## config.mk

```make
export PLATFORM = sky130hd
export DESIGN_NAME = memCtrl
export DESIGN_NICKNAME = d
export VERILOG_FILES = /design/src/hdl/memPkg.sv /design/src/hdl/memReqIf.sv /design/src/hdl/byteSequencer.sv /design/src/hdl/memCtrl.sv /design/src/hdl/reqArbiter.sv
export SDC_FILE = /design/constraint.sdc
export NUM_CORES = 1
export LEC_CHECK = 0
export BUFFER_PORTS_ARGS = -buffer_cell sky130_fd_sc_hd__clkbuf_2
export CAP_MARGIN = 20
export CORE_ASPECT_RATIO = 0.8
export CORE_MARGIN = 10
export CORE_UTILIZATION = 50
export CTS_CLUSTER_DIAMETER = 50
export CTS_CLUSTER_SIZE = 30
export DETAILED_ROUTE_END_ITERATION = 10
export GPL_TIMING_DRIVEN = 0
export HOLD_SLACK_MARGIN = 0.03
export PLACE_DENSITY = 0.9
export SLEW_MARGIN = 20
export SYNTH_ARGS = -nofsm -noshare
export SYNTH_HDL_FRONTEND = slang
export SYNTH_HIERARCHICAL = 1
export SYNTH_SLANG_ARGS = --single-unit
export TNS_END_PERCENT = 1
```

## constraint.sdc

```tcl
create_clock -name clk -period 3.83 [get_ports clk]
set_input_delay 0.766 -clock clk [delete_from_list [all_inputs] [get_ports clk]]
set_output_delay 0.766 -clock clk [all_outputs]
set_load 0.03 [all_outputs]
```

## src/hdl/memPkg.sv

```systemverilog
package memPkg;

    // byte addressed, 256 KiB space
    localparam int AddrWidth = 18;
    localparam int DataWidth = 32;
    localparam int ByteWidth = 8;

    // stores at or above this address go to the output buffer
    localparam logic [AddrWidth-1:0] IoBase = 18'h30000;

    typedef enum logic {
        opRead,
        opWrite
    } memOp_e;

    typedef enum logic [1:0] {
        lenByte,
        lenHalf,
        lenWord
    } accessLen_e;

    typedef enum logic {
        srcFetch,
        srcData
    } reqSource_e;

    typedef enum logic [1:0] {
        stIdle,
        stIssue,
        stLast,
        stRespond
    } seqState_e;

endpackage

```

## src/hdl/memReqIf.sv

```systemverilog
`timescale 1ns/10ps

interface memReqIf;
    import memPkg::*;

    // request, arbiter to sequencer
    logic                 reqValid;
    logic                 reqReady;
    memOp_e               op;
    accessLen_e           len;
    logic [AddrWidth-1:0] addr;
    logic [DataWidth-1:0] wdata;
    reqSource_e           source;

    // response, sequencer back to arbiter
    logic                 rspValid;
    logic                 rspReady;
    logic [DataWidth-1:0] rdata;
    // owner of the response, copied from source at acceptance
    reqSource_e           rspSource;

    modport arbiter (
        output reqValid, op, len, addr, wdata, source, rspReady,
        input  reqReady, rspValid, rdata, rspSource
    );

    modport sequencer (
        input  reqValid, op, len, addr, wdata, source, rspReady,
        output reqReady, rspValid, rdata, rspSource
    );

endinterface

```

## src/hdl/byteSequencer.sv

```systemverilog
`timescale 1ns/10ps

module byteSequencer (
    input  logic                           clk,
    input  logic                           rst,

    memReqIf.sequencer                     bus,

    output logic [memPkg::AddrWidth-1:0]   memAddr,
    output logic                           memWrite,
    output logic [memPkg::ByteWidth-1:0]   memWdata,
    input  logic [memPkg::ByteWidth-1:0]   memRdata
);
    import memPkg::*;

    seqState_e            state;
    logic                 accept;

    // latched request
    memOp_e               opReg;
    logic [AddrWidth-1:0] addrReg;
    logic [DataWidth-1:0] wdataReg;
    reqSource_e           srcReg;
    logic [1:0]           lastIdx;

    // byte counter and read assembly
    logic [1:0]           cnt;
    logic [1:0]           prevIdx;
    logic [DataWidth-1:0] asmReg;

    function automatic logic [1:0] lastIndex(accessLen_e len);
        logic [1:0] idx;
        unique case (len)
            lenByte: idx = 2'd0;
            lenHalf: idx = 2'd1;
            default: idx = 2'd3;
        endcase
        return idx;
    endfunction

    assign accept  = bus.reqValid && bus.reqReady;
    // the byte that arrives now was addressed one cycle ago
    assign prevIdx = cnt - 2'd1;

    always_ff @(posedge clk) begin
        if (rst) begin
            state <= stIdle;
            cnt   <= '0;
        end else begin
            unique case (state)
                stIdle: begin
                    if (accept) begin
                        state <= stIssue;
                        cnt   <= '0;
                    end
                end
                stIssue: begin
                    if (cnt == lastIdx) begin
                        // loads need one more cycle for the final byte
                        state <= (opReg == opRead) ? stLast : stRespond;
                    end else begin
                        cnt <= cnt + 2'd1;
                    end
                end
                stLast: begin
                    state <= stRespond;
                end
                stRespond: begin
                    if (bus.rspReady) begin
                        state <= stIdle;
                    end
                end
            endcase
        end
    end

    always_ff @(posedge clk) begin
        if (accept) begin
            opReg    <= bus.op;
            addrReg  <= bus.addr;
            wdataReg <= bus.wdata;
            srcReg   <= bus.source;
            lastIdx  <= lastIndex(bus.len);
            // cleared here so short loads come out zero-extended
            asmReg   <= '0;
        end else if (state == stIssue && opReg == opRead && cnt != 2'd0) begin
            asmReg[prevIdx*ByteWidth +: ByteWidth] <= memRdata;
        end else if (state == stLast) begin
            asmReg[cnt*ByteWidth +: ByteWidth] <= memRdata;
        end
    end

    // memory side, little-endian byte order
    assign memAddr  = addrReg + AddrWidth'(cnt);
    assign memWrite = (state == stIssue) && (opReg == opWrite);
    assign memWdata = wdataReg[cnt*ByteWidth +: ByteWidth];

    // handshakes toward the arbiter
    assign bus.reqReady  = (state == stIdle);
    assign bus.rspValid  = (state == stRespond);
    assign bus.rdata     = asmReg;
    assign bus.rspSource = srcReg;

endmodule

```

## src/hdl/memCtrl.sv

```systemverilog
`timescale 1ns/10ps

module memCtrl (
    input  logic                           clk,
    input  logic                           rst,

    // instruction fetch
    input  logic                           fetchValid,
    output logic                           fetchReady,
    input  logic [memPkg::AddrWidth-1:0]   fetchAddr,
    output logic                           fetchRspValid,
    input  logic                           fetchRspReady,
    output logic [memPkg::DataWidth-1:0]   fetchInst,

    // load/store
    input  logic                           dataValid,
    output logic                           dataReady,
    input  memPkg::memOp_e                 dataOp,
    input  memPkg::accessLen_e             dataLen,
    input  logic [memPkg::AddrWidth-1:0]   dataAddr,
    input  logic [memPkg::DataWidth-1:0]   dataWdata,
    output logic                           dataRspValid,
    input  logic                           dataRspReady,
    output logic [memPkg::DataWidth-1:0]   dataRdata,

    // byte-wide synchronous RAM
    output logic [memPkg::AddrWidth-1:0]   memAddr,
    output logic                           memWrite,
    output logic [memPkg::ByteWidth-1:0]   memWdata,
    input  logic [memPkg::ByteWidth-1:0]   memRdata,

    input  logic                           ioFull
);

    memReqIf bus ();

    reqArbiter reqArb (
        .clk           (clk),
        .rst           (rst),
        .fetchValid    (fetchValid),
        .fetchReady    (fetchReady),
        .fetchAddr     (fetchAddr),
        .dataValid     (dataValid),
        .dataReady     (dataReady),
        .dataOp        (dataOp),
        .dataLen       (dataLen),
        .dataAddr      (dataAddr),
        .dataWdata     (dataWdata),
        .ioFull        (ioFull),
        .fetchRspValid (fetchRspValid),
        .fetchRspReady (fetchRspReady),
        .fetchInst     (fetchInst),
        .dataRspValid  (dataRspValid),
        .dataRspReady  (dataRspReady),
        .dataRdata     (dataRdata),
        .bus           (bus.arbiter)
    );

    byteSequencer byteSeq (
        .clk      (clk),
        .rst      (rst),
        .bus      (bus.sequencer),
        .memAddr  (memAddr),
        .memWrite (memWrite),
        .memWdata (memWdata),
        .memRdata (memRdata)
    );

endmodule

```

## src/hdl/reqArbiter.sv

```systemverilog
`timescale 1ns/10ps

module reqArbiter (
    input  logic                           clk,
    input  logic                           rst,

    input  logic                           fetchValid,
    output logic                           fetchReady,
    input  logic [memPkg::AddrWidth-1:0]   fetchAddr,

    input  logic                           dataValid,
    output logic                           dataReady,
    input  memPkg::memOp_e                 dataOp,
    input  memPkg::accessLen_e             dataLen,
    input  logic [memPkg::AddrWidth-1:0]   dataAddr,
    input  logic [memPkg::DataWidth-1:0]   dataWdata,

    input  logic                           ioFull,

    output logic                           fetchRspValid,
    input  logic                           fetchRspReady,
    output logic [memPkg::DataWidth-1:0]   fetchInst,

    output logic                           dataRspValid,
    input  logic                           dataRspReady,
    output logic [memPkg::DataWidth-1:0]   dataRdata,

    memReqIf.arbiter                       bus
);
    import memPkg::*;

    logic ioStore;
    logic dataEligible;
    logic dataSel;
    logic rspToFetch;

    // only stores into the I/O region wait on a full buffer
    assign ioStore      = (dataOp == opWrite) && (dataAddr >= IoBase);
    assign dataEligible = !(ioStore && ioFull);
    assign dataSel      = dataValid && dataEligible;

    // data has priority, fetch takes the slot otherwise
    assign bus.reqValid = dataSel || fetchValid;
    assign bus.op       = dataSel ? dataOp : opRead;
    assign bus.len      = dataSel ? dataLen : lenWord;
    assign bus.addr     = dataSel ? dataAddr : fetchAddr;
    assign bus.wdata    = dataWdata;
    assign bus.source   = dataSel ? srcData : srcFetch;

    assign dataReady  = bus.reqReady && dataEligible;
    assign fetchReady = bus.reqReady && !dataSel;

    // response steering by the tag kept in the sequencer
    assign rspToFetch = (bus.rspSource == srcFetch);

    assign fetchRspValid = bus.rspValid && rspToFetch;
    assign dataRspValid  = bus.rspValid && !rspToFetch;
    assign fetchInst     = bus.rdata;
    assign dataRdata     = bus.rdata;
    assign bus.rspReady  = rspToFetch ? fetchRspReady : dataRspReady;

endmodule

```

==> metrics.cfg, run 1 <==
[clock_tree]
cts.clk_slew.worst_paths_ns=0.06
htreeDepth=3
clk_latency_ns=0.33
tritoncts=yes
cts_buffers=9
cts.root.buffer_cell=clkbuf_16
cts_buffer_depth=2
ctsHoldBuffers=0
cts.sinks=90

[worst_setup_path]
cpMostUsedCell=clkbuf_2
crit_slowest_cell=fa_1
slowest_delay_ns=0.57
start_kind=flop
r2r_slack_ns=1.23
crit_required_ns=3.06
r2r_start=byteSeq/cnt[1]$_SDFFE_PP0P_
worstRegToRegCells=7
worstPathMaxFanout=10
path_buf_inv=3
crit_type=flop to output port
cp.arrival_ns=2.88
path_delay_family=buffers and inverters
critical_path.cell_chain=clkbuf_2, inv_1, fa_1, nor4b_4, nand3_1, xnor2_1, clkbuf_2
end_kind=output port
worstReg2RegEnd=byteSeq/bus.rdata[29]$_SDFFE_PP0P_

[timing]
finalCritPeriodShare=0.9532
whs_ns=0.4853
setup_violations=0
hold_viol=0
worst_slack_ns=0.1793
fin_skew_ns=0.005570
fmax_mhz=273.9
worst_slew_pin_slew_ns=0.7282
slew_viol_final=0
rsz0062_at_grt=no
relSlewSlack=0.5145
finalCriticalPeriod_ns=3.651

[synth]
synth_compound_area_frac=0.1041
synth_top_family_by_area=buffers and inverters
yosysSeqAreaShare=0.4811
syn_nets=492
synthMuxAreaShare=0.08455
synthAdderAreaFrac=0.03495
async_flop_share=0
syn_inst=393
synth_edf_count=54
synth_xor_area_frac=0.03238
yosys_warnings=6
synth-seq-cells=90
synth.avg_cell_area_um2=12.39
synth_simple_gate_area_share=0.09329
synth_cell_types=54
ys.flop_type=edfxtp_1
syn_area_um2=4868

[drt]
wl_mm=12.27
ant_nets=0
drtIter0Drc=192
wl_per_cell_um=18.15
viasPerCell=5.212
drc=0
vias=3523
drt_first_pass_iters=4

[final_layout]
mostFrequentLayoutCells=clkbuf_2, buf_4, edfxtp_1
mostFrequentLayoutCell=clkbuf_2
antenna_cells=0
area_delta_synth_final_pct=24.57
nets=651
fill_cells=715
drive_gt1_frac=0.5476

[pwr]
irDropWorstVdd_mv=0.3260
p_leak_uw=0.002749
power_density_nw_per_um2=623.8

[floorplan]
num_rows=32
start_util=0.5088
die-area_um2=14110
fp.coreArea_um2=9569
pin_count=181
dieWidth_um=130.3
die_h_um=108.3

[run]
cap_violations=0

[global_routing]
gr-total-overflow=0
antenna_found_initial=0
grt_max_degree=58
grt_pass1_wl_mm=19.16
grt_use_total=0.1698
grt_pass1_vias=3759

[min_path]
hold_path_class=flop to flop
whs_endpoint=byteSeq/bus.rdata[15]$_SDFFE_PP0P_
hp-start=byteSeq/bus.rdata[15]$_SDFFE_PP0P_
hold_depth=1

[placement]
gp_congestion=0.8539
post-dp-hpwl_mm=9.848
numPortBuffers=148
dp_slack_ns=0.09531

[status]
outcome=complete, no violations

==> synthesized netlist by cell type (2+ instances only) <==
| cell | count | area [µm²] |
|---|---|---|
| clkbuf_1 | 6 | 22.52 |
| buf_4 | 96 | 720.7 |
| inv_1 | 11 | 41.29 |
| o21ai_0 | 2 | 10.01 |
| a32o_1 | 24 | 240.2 |
| nor2b_1 | 3 | 18.77 |
| buf_2 | 2 | 10.01 |
| and3_1 | 4 | 25.02 |
| nor4b_2 | 2 | 30.03 |
| edfxtp_1 | 54 | 1622 |
| o2bb2ai_1 | 8 | 70.07 |
| a211oi_4 | 2 | 40.04 |
| xnor2_1 | 13 | 113.9 |
| and2_1 | 4 | 25.02 |
| a31o_2 | 2 | 17.52 |
| a21oi_1 | 2 | 10.01 |
| nor2_1 | 9 | 33.78 |
| xor2_1 | 5 | 43.79 |
| o32ai_1 | 2 | 17.52 |
| a2bb2oi_1 | 2 | 17.52 |
| mux2_2 | 9 | 101.4 |
| mux4_2 | 8 | 180.2 |
| ha_1 | 12 | 150.1 |
| nand2b_1 | 5 | 31.28 |
| a21oi_2 | 2 | 17.52 |
| nand2_1 | 19 | 71.32 |
| nor3_1 | 2 | 10.01 |
| nand4_1 | 4 | 25.02 |
| nand3_1 | 12 | 60.06 |
| dfxtp_1 | 36 | 720.7 |
| mux2_4 | 8 | 120.1 |
==> worst max path at each step <==
stage | startpoint | depth (start not counted) | end | slack (ns)
3_3_place_gp | dataOp | 9 | byteSeq/bus.rdata[19]$_SDFFE_PP0P_ | -0.15
6_report | byteSeq/cnt[1]$_SDFFE_PP0P_ | 7 | memAddr[14] | 0.18
5_1_grt | byteSeq/cnt[1]$_SDFFE_PP0P_ | 7 | memAddr[14] | 0.01
4_1_cts | byteSeq/cnt[1]$_SDFFE_PP0P_ | 7 | memAddr[14] | 0.04
3_5_place_dp | byteSeq/cnt[1]$_SDFFE_PP0P_ | 7 | memAddr[16] | 0.1
2_1_floorplan | byteSeq/cnt[1]$_SDFFE_PP0P_ | 6 | memAddr[12] | 0.60
==> final cells by class <==
class / instances / area, µm² / area share
Tap cell: 119 / 148.9 / 0.02455
Timing Repair Buffer: 148 / 740.7 / 0.1221
Sequential cell: 90 / 2342 / 0.3862
Clock buffer: 9 / 225.2 / 0.03714
Clock inverter: 7 / 68.82 / 0.01135
Inverter: 11 / 43.79 / 0.007221
Multi-Input combinational cell: 186 / 1709 / 0.2818
Buffer: 106 / 785.8 / 0.1296
==> power breakdown <==
group / internal (µW) / leakage [µW] / switching, µW
Sequential: 1310 / 0.000816 / 118
Clock: 503 / 0.000133 / 363
Combinational: 497 / 0.00180 / 989
Total: 2310 / 0.00275 / 1470
==> per-layer routing <==
metal  GRT usage  wire [µm]  vias to the layer above
met4     0.06490        258                        0
met2      0.3198       6768                      137
met1      0.1797       4406                     1698
li1            -          -                     1665
met5           0          0                        -
met3     0.03914        837                       23
==> timing repair <==
item,CTS,global route
endpoints found under the hold margin,0,0
setup buffers,0,0
resized for setup,1,1
setup endpoints to repair,5,4
pin swaps,0,0
==> registers in the layout (all words and copies together) (netlist names) <==
signal and cells:
byteSeq/lastIdx 2, byteSeq/addrReg 18, byteSeq/cnt 2, byteSeq/state 2, byteSeq/wdataReg 32, byteSeq/opReg 1, byteSeq/bus.rspSource 1, byteSeq/bus.rdata 32
==> stage by stage <==
stage	area, µm²	instances	setup TNS, ns	utilization	power, µW
2_1_floorplan	4868	393	0	-	2519
4_1_cts	6056	676	0	0.6328	3808
3_5_place_dp	5761	660	0	0.6020	2937
6_report	6065	676	0	0.6338	3783
5_1_grt	6065	676	0	0.6338	3971
3_3_place_gp	5758	660	-1.174	0.6017	2880
==> kinds of logic (layout without fill, tap and decap cells) <==
logic type               Yosys count  in the layout
buffers and inverters            117            281
AO/OA/AOI/OAI                     53             53
AND/OR/NAND/NOR                   76             76
adder cells (fa/ha/maj)           13             13
XOR/XNOR                          18             18
flip-flops                        90             90
multiplexers                      26             26
(Power assumes the default switching activity.)
==> run 2, diff against run 1 <==
Settings changed: CELL_PAD_IN_SITES_DETAIL_PLACEMENT from default to 0, CELL_PAD_IN_SITES_GLOBAL_PLACEMENT from default to 2, CORE_UTILIZATION 50 to 31, PLACE_DENSITY 0.9 to 0.89.
==> metrics.cfg, run 2 (same netlist as run 1, synthesis figures left out) <==
[status]
outcome=complete, no violations

[min_path]
hold_path_class=flop to flop
hold_depth=1
hp-start=byteSeq/bus.rdata[15]$_SDFFE_PP0P_
whs_endpoint=byteSeq/bus.rdata[15]$_SDFFE_PP0P_

[drt]
drc=0
drtIter0Drc=199
ant_nets=0
wl_mm=12.43
wl_per_cell_um=16.20
viasPerCell=4.451
drt_first_pass_iters=4
vias=3414

[floorplan]
start_util=0.3200
pin_count=181
fp.coreArea_um2=15210
dieWidth_um=160.1
die-area_um2=21150
num_rows=40
die_h_um=132.1

[global_routing]
grt_max_degree=58
gr-total-overflow=0
grt_pass1_wl_mm=19.73
grt_use_total=0.1152
antenna_found_initial=0
grt_pass1_vias=3584

[pwr]
p_leak_uw=0.002752
power_density_nw_per_um2=610.9
p_int_uw=2313
p_seq_frac=0.379
swShare=0.3867
switchingPower_uw=1459
irDropWorstVdd_mv=0.3101
clkPwrFrac=0.229
total_power_uw=3772
power_frac_comb=0.392

[worst_setup_path]
worstRegToRegCells=7
start_kind=flop
cp.arrival_ns=2.82
crit_required_ns=3.06
end_kind=output port
crit_type=flop to output port
worstReg2RegEnd=byteSeq/bus.rdata[8]$_SDFFE_PP0P_
r2r_slack_ns=1.27
worstPathMaxFanout=10
r2r_start=byteSeq/cnt[1]$_SDFFE_PP0P_

[clock_tree]
post-cts-setup-buffers=0
tritoncts=yes
cts.clk_slew.worst_paths_ns=0.07
clk_latency_ns=0.34
cts.root.buffer_cell=clkbuf_16
htreeDepth=3
cts_buffer_depth=2
cts.sinks=90
cts_buffers=9

[final_layout]
nets=651
mostFrequentLayoutCells=clkbuf_2, buf_4, edfxtp_1
mostFrequentLayoutCell=clkbuf_2
antenna_cells=0
drive_gt1_frac=0.5476
fill_cells=1484
fin_cells=767
area_delta_synth_final_pct=26.83

[timing]
relSlewSlack=0.4975
worst_slew_pin_slew_ns=0.7537
slew_viol_final=0
finalCritPeriodShare=0.9374
finalCriticalPeriod_ns=3.590
hold_viol=0
setup_violations=0
fmax_mhz=278.5
worst_slack_ns=0.2397
fin_skew_ns=0.008106
rsz0062_at_grt=no

[placement]
dp_slack_ns=0.04352
numPortBuffers=148
dp.cells=751
gp_congestion=0.7761
post-dp-hpwl_mm=10.09

[run]
cap_violations=0

-- run 2: how the worst max path moves through the flow --
stage                     depth (start not counted)                   startpoint  slack [ns]                                 end
after global placement                            9                       dataOp       -0.26  byteSeq/bus.rdata[23]$_SDFFE_PP0P_
after detailed placement                          7  byteSeq/cnt[1]$_SDFFE_PP0P_        0.04                         memAddr[12]
final                                             7  byteSeq/cnt[1]$_SDFFE_PP0P_        0.24                         memAddr[12]
after floorplan                                   6  byteSeq/cnt[1]$_SDFFE_PP0P_        0.60                         memAddr[12]
after global routing                              7  byteSeq/cnt[1]$_SDFFE_PP0P_        0.01                         memAddr[16]
after CTS                                         7  byteSeq/cnt[1]$_SDFFE_PP0P_        0.09                         memAddr[12]
-- run 2: critical path, stage by stage (launching register included) --
cell,delay (ns)
dfxtp_1,0.45
clkbuf_4,0.29
inv_1,0.18
fa_1,0.56
nor4b_4,0.43
nand4_1,0.17
xnor2_1,0.17
clkbuf_2,0.24
-- run 2: layout make-up --
class                      instances  area, µm²  share of cell area
multi-input combinational        186       1709              0.2768
timing repair buffer             148      740.7              0.1200
sequential                        90       2342              0.3793
inverter                          11      43.79            0.007092
tap                              210      262.8             0.04255
buffer                           106      788.3              0.1277
clock buffer                      11      232.7             0.03769
clock inverter                     5      55.05            0.008916
-- run 2: power by group through the flow --
stage	Combinational (µW)	Clock (µW)	Sequential [µW]
floorplan	1100	0	1420
global placement	1470	0	1450
detailed placement	1500	0	1450
CTS	1510	889	1430
global route	1610	937	1460
finish	1480	864	1430
-- run 2: timing repair --
action,CTS,global route
hold buffers,0,0
gates resized for setup,2,2
endpoints found under the setup margin,5,3
-- run 2: stage by stage --
step / utilization / area, µm² / TNS [ns] / hold WS [ns]
after CTS: 0.4057 / 6172 / 0 / 0.4921
after detailed placement: 0.3861 / 5874 / 0 / 0.4801
after global routing: 0.4058 / 6175 / 0 / 0.4971
after global placement: 0.3859 / 5872 / -3.092 / 0.4764
after floorplan: - / 4868 / 0 / 0.4563
final: 0.4058 / 6175 / 0 / 0.4860
-- run 2: routing by layer --
metal	vias up	global-route usage	wire, µm
met3	10	0.03777	769
met5	-	0	0
met4	0	0.03360	150
li1	1664	-	-
met2	96	0.1973	6435
met1	1644	0.1340	5073
